## config.mk

```make
export PLATFORM = sky130hd
export DESIGN_NAME = bank_ctrl
export DESIGN_NICKNAME = d
export VERILOG_FILES = /design/src/acc_geom_pkg.sv /design/src/bank_ctrl.sv
export SDC_FILE = /design/constraint.sdc
export NUM_CORES = 1
export LEC_CHECK = 0
export BUFFER_PORTS_ARGS = -buffer_cell sky130_fd_sc_hd__clkbuf_2
export CORE_AREA = 2 2 39 41
export DETAILED_ROUTE_END_ITERATION = 10
export DIE_AREA = 0 0 41 43
export GPL_TIMING_DRIVEN = 0
export PLACE_DENSITY = 0.3
export SETUP_SLACK_MARGIN = 0.05
export SLEW_MARGIN = 30
export SYNTH_ARGS = -nofsm -noshare
export SYNTH_HDL_FRONTEND = slang
export SYNTH_SLANG_ARGS = --single-unit
```

## constraint.sdc

```tcl
create_clock -name clk -period 1.58 [get_ports clk]
set_input_delay 0.158 -clock clk [delete_from_list [all_inputs] [get_ports clk]]
set_output_delay 0.158 -clock clk [all_outputs]
set_load 0.005 [all_outputs]
```

## src/acc_geom_pkg.sv

```systemverilog
// ========================================
// Array fixed at 4x6, 24 accumulators per bank
// DMA words hold 8 accumulators, word index 0 to 2
// ========================================
`default_nettype none

package acc_geom_pkg;

    // ========================================
    // Array and bank geometry
    // ========================================
    localparam int N_ROWS    = 4;
    localparam int N_COLS    = 6;
    localparam int NUM_ACCS  = N_ROWS * N_COLS;
    localparam int ACC_W     = 32;
    // Accumulators packed into one DMA word
    localparam int LANES     = 8;
    localparam int NUM_WORDS = NUM_ACCS / LANES;
    localparam int ADDR_W    = 2;

    // One signed accumulator
    typedef logic signed [ACC_W-1:0] acc_t;

    // Array output, element 0 is row 0 col 0, row-major
    typedef acc_t [NUM_ACCS-1:0] psum_vec_t;

    // Eight accumulators headed for one DMA word
    typedef acc_t [LANES-1:0] lane_vec_t;

    // Scheduler strobes, each a single-cycle pulse
    typedef struct packed {
        logic acc_valid;
        logic acc_clear;
        logic tile_done;
    } acc_ctrl_t;

    // DMA read request, address is a word index
    typedef struct packed {
        logic              rd_en;
        logic [ADDR_W-1:0] rd_addr;
    } dma_req_t;

endpackage

`default_nettype wire

```

## src/bank_ctrl.sv

```systemverilog
// ========================================
// tile_done must not fall inside a read in flight
// ========================================
`default_nettype none

module bank_ctrl (
    input  logic                    clk,
    input  logic                    rst_n,
    input  acc_geom_pkg::acc_ctrl_t ctrl,
    input  logic                    rd_en,
    output logic                    bank_sel,
    output logic                    dma_ready
);

    // One ready flag per bank, index is the bank number
    logic [1:0] ready;

    // ========================================
    // Bank selection and ready flags
    // ========================================
    always_ff @(posedge clk or negedge rst_n) begin
        if (!rst_n) begin
            bank_sel <= 1'b0;
            ready    <= 2'b00;
        end else begin
            // Finished bank becomes the DMA side
            if (ctrl.tile_done) begin
                bank_sel        <= ~bank_sel;
                ready[bank_sel] <= 1'b1;
            end
            // First read of the drained bank drops its flag
            // Never the same bank as the one tile_done marks
            if (rd_en) begin
                ready[~bank_sel] <= 1'b0;
            end
        end
    end

    // DMA always looks at the bank not being accumulated
    assign dma_ready = ready[~bank_sel];

    // ========================================
    // Checks
    // ========================================
    // Every tile_done must produce a swap on the next cycle
    a_swap_on_done: assert property (
        @(posedge clk) disable iff (!rst_n)
        ctrl.tile_done |=> (bank_sel != $past(bank_sel))
    );

endmodule

`default_nettype wire

```

# Yosys cells after proc, flatten, opt, wreduce, memory -nomap -nowiden
# Cells that the tools add are included.
[classes] n_lt_le_gt_ge=4 muxes=8 bitwise_logic=4 n_reduce_logical=2
[op_table] operator="$lt A1 B2 Y1 const B" n=2
[op_table] operator="$mux W1" n=4
[op_table] operator="$mux W2" n=2
[op_table] operator="$and A2 B2 Y2" n=1
[op_table] operator="$demux W1 S1" n=2
[op_table] operator="$ge A1 B1 Y1 const B" n=2
[op_table] operator="$logic_and A1 B1 Y1" n=2
[op_table] operator="$not A2 Y2" n=1
[op_table] operator="$or A2 B2 Y2" n=1
[op_table] operator="$not A1 Y1" n=1
[totals] reg_bits=3 inputBits=6 output_inout_bits=2 word_cells=20

# Logic depth before layout (Yosys ltp)
[logic_depth] word_depth=8 depth_mapped=2

# Worst setup path after synthesis
# OpenSTA, ideal clock, no wires.
[synth_path] kind="flip-flop to output port" start="register bank_sel" end="output dma_ready" arrival_ns=0.636 required_ns=1.422 slack_ns=0.786 stages_incl_launch_ff=2 n_path_buf=0 cell_sequence="dfrtp_1 -> o21ai_0"
[synth_via] elab_chain_cells=2
[synth_lines] item="from (decl)" line_no="bank_ctrl.sv:11" source="output logic bank_sel,"
[synth_lines] item="from (signal assigned)" line_no="bank_ctrl.sv:28" source="bank_sel <= ~bank_sel;"
[synth_lines] item="$mux W1 (implied by the code) (2 in a row)" line_no="bank_ctrl.sv:40" source="assign dma_ready = ready[~bank_sel];"
[synth_lines] item="to (decl)" line_no="bank_ctrl.sv:12" source="output logic dma_ready"
# No other way between the ends. The select of a mux whose other input is x is not followed.

# Final worst setup path
# Same ends and word-level chain as after synthesis.

==> out/metrics.cfg <==
[run_status]
status=completed

[route]
via_count=116
drt_pass1_iterations=2
drc=0
drt_iter0_drc=1
avgViaCountPerCell=3.05
met1_length_um=133
drt_wl_total_um=262
wl_met3_um=52
top_layer=met3
drt-wirelength-per-cell_um=6.89
antenna_left=0
dr_wl_met2_um=76

[clock_tree]
cts.clk_slew.worst_paths_ns=0.03
clk-insertion-delay-late_ns=0.23
cts_buffers=3
htreeDepth=1
cts-root-buf=clkbuf_4
tritoncts=done
ctsLongestPathBuffers=2
cts_resized=0
numClockSinks=3
cts_setup_buffers=0

[sta]
rsz0062_at_grt=no
setup_violations=0
post-route-worst-setup-slack_ns=0.441
post-route-period-util_pct=72.1
slew_headroom_pct=87.0
fin_skew_ns=0.00123
fmax_mhz=878
hold_viol=0
tightest_slew_ns=0.194
min_period_ns=1.14
tns_ns=0
slew_violations=0

[critical_path]
worstPathArrival_ns=0.98
r2r-end=ready[0]
critPathMaxFanout=7
reg2reg_slack_ns=0.78
reg2regPathDepth=2
timing.critical_path.from=bank_sel
crit_required_ns=1.42
r2r_start=bank_sel
start_kind=flip-flop
crit_type=flip-flop to output pin
end_kind=output pin

[global_route]
antenna_found_initial=0
grt_use_total_pct=5.34
grt_pass1_vias=134
grt-ovfl-total=0
grt_pass1_wl_um=517
grt_max_degree=8

[yosys]
synthCells=12
avgSynthCellArea_um2=10.2
synth_nets=18
netlist_area_um2=123
ys_seq_elements=3
synth.distinct_cells=6
ys_warn_count=0
ys_seq_area_share_pct=61.2

[die]
dieArea_mm2=0.00176
start_util_pct=8.86
die_y_um=43
dieWidth_um=41
num_rows=14
coreArea_mm2=0.00138
boundaryPins=8

[final_layout]
fill_cells=157
final_nets=29
fin_util_pct=14.7
area_growth_pct=66.3
diodes=0
finalNonFillerCells=38
layout-drive-gt1-share_pct=36.4

[hold_path]
hp-start=rd_en
worstHoldEndpoint=ready[1]
hold_depth=2
hold_path_class=input port to flip-flop

[place]
numPortBuffers=5
dp_hpwl_um=203
place_worst_setup_slack_ns=0.676
dp_cells=33
gp_congestion=0.620

[power]
powerDensity_mw_per_mm2=1910
power_uw=389
vdd_drop_max_mv=0.435
leakage_nw=0.103

[flow_run]
max_cap_viol_count=0

## power breakdown
part	leakage, nW	switching, mW	internal (mW)
combinational	0.0533	0.0492	0.0572
clock	0.0150	0.0380	0.0945
sequential	0.0343	0.0337	0.117
## how the worst max path moves through the flow
stage	end	slack, ns	cells after the start
finish	dma_ready	0.44	2
global route	dma_ready	0.34	2
CTS	dma_ready	0.42	2
detailed placement	dma_ready	0.68	2
global placement	dma_ready	0.68	2
floorplan	dma_ready	0.79	1
## kinds of logic (layout without fill, tap and decap cells)
kind of cell,Yosys count,in the layout,synth area share [%]
AO/OA/AOI/OAI,4,4,19.4
flip-flops,3,3,61.2
XOR/XNOR,1,1,7.14
AND/OR/NAND/NOR,2,2,6.12
buffers and inverters,2,12,6.12
## layer usage
layer  global-route usage (%)  up-vias
met5                        0        -
met4                     4.00        0
met3                     8.38        0
met2                     4.69        6
met1                     5.21       52
li1                         -       58
## cell usage in the layout (no fill, tap or decap)
cell type,synthesis,routed
a22o_1,1,1
clkbuf_1,0,1
clkbuf_2,0,5
clkbuf_4,0,3
dfrtp_1,3,3
dlygate4sd3_1,0,1
inv_1,2,2
nand2_1,2,2
o21ai_0,3,3
xor2_1,1,1
## sequential cells by signal (all words and copies together), names as in the netlist
register	flops
ready	2
bank_sel	1
## cell type report
type                    count  area, um2  area share (%)
multi-input cells           7       40.0            19.6
well taps                  16       20.0            9.82
repair buffers              6       35.0            17.2
inverters                   2       7.51            3.68
flip-flops and latches      3       75.1            36.8
clock buffers               4       26.3            12.9
## timing repair
item / CTS / global route
endpoints found under the hold margin: 3 / 0
hold buffers: 1 / 0
endpoints found under the setup margin: 0 / 0
## synth_stat cells
cell type | count | share of area, %
dfrtp_1 | 3 | 61
o21ai_0 | 3 | 12
inv_1 | 2 | 6.1
nand2_1 | 2 | 6.1
a22o_1 | 1 | 7.1
xor2_1 | 1 | 7.1
## worst max-delay path, cell delays in order (launching register included)
cell      delay (ns)
dfrtp_1         0.43
o21ai_0         0.19
clkbuf_2        0.14
## per-stage QoR
| stage | cell area (um2) | hold WS (ns) |
|---|---|---|
| 4_1_cts | 204 | 0.140 |
| 5_1_grt | 204 | 0.154 |
| 3_5_place_dp | 168 | -0.0396 |
| 2_1_floorplan | 123 | -0.138 |
| 3_3_place_gp | 168 | -0.0449 |
| 6_report | 204 | 0.152 |
Power figures use the tool's default switching activity.
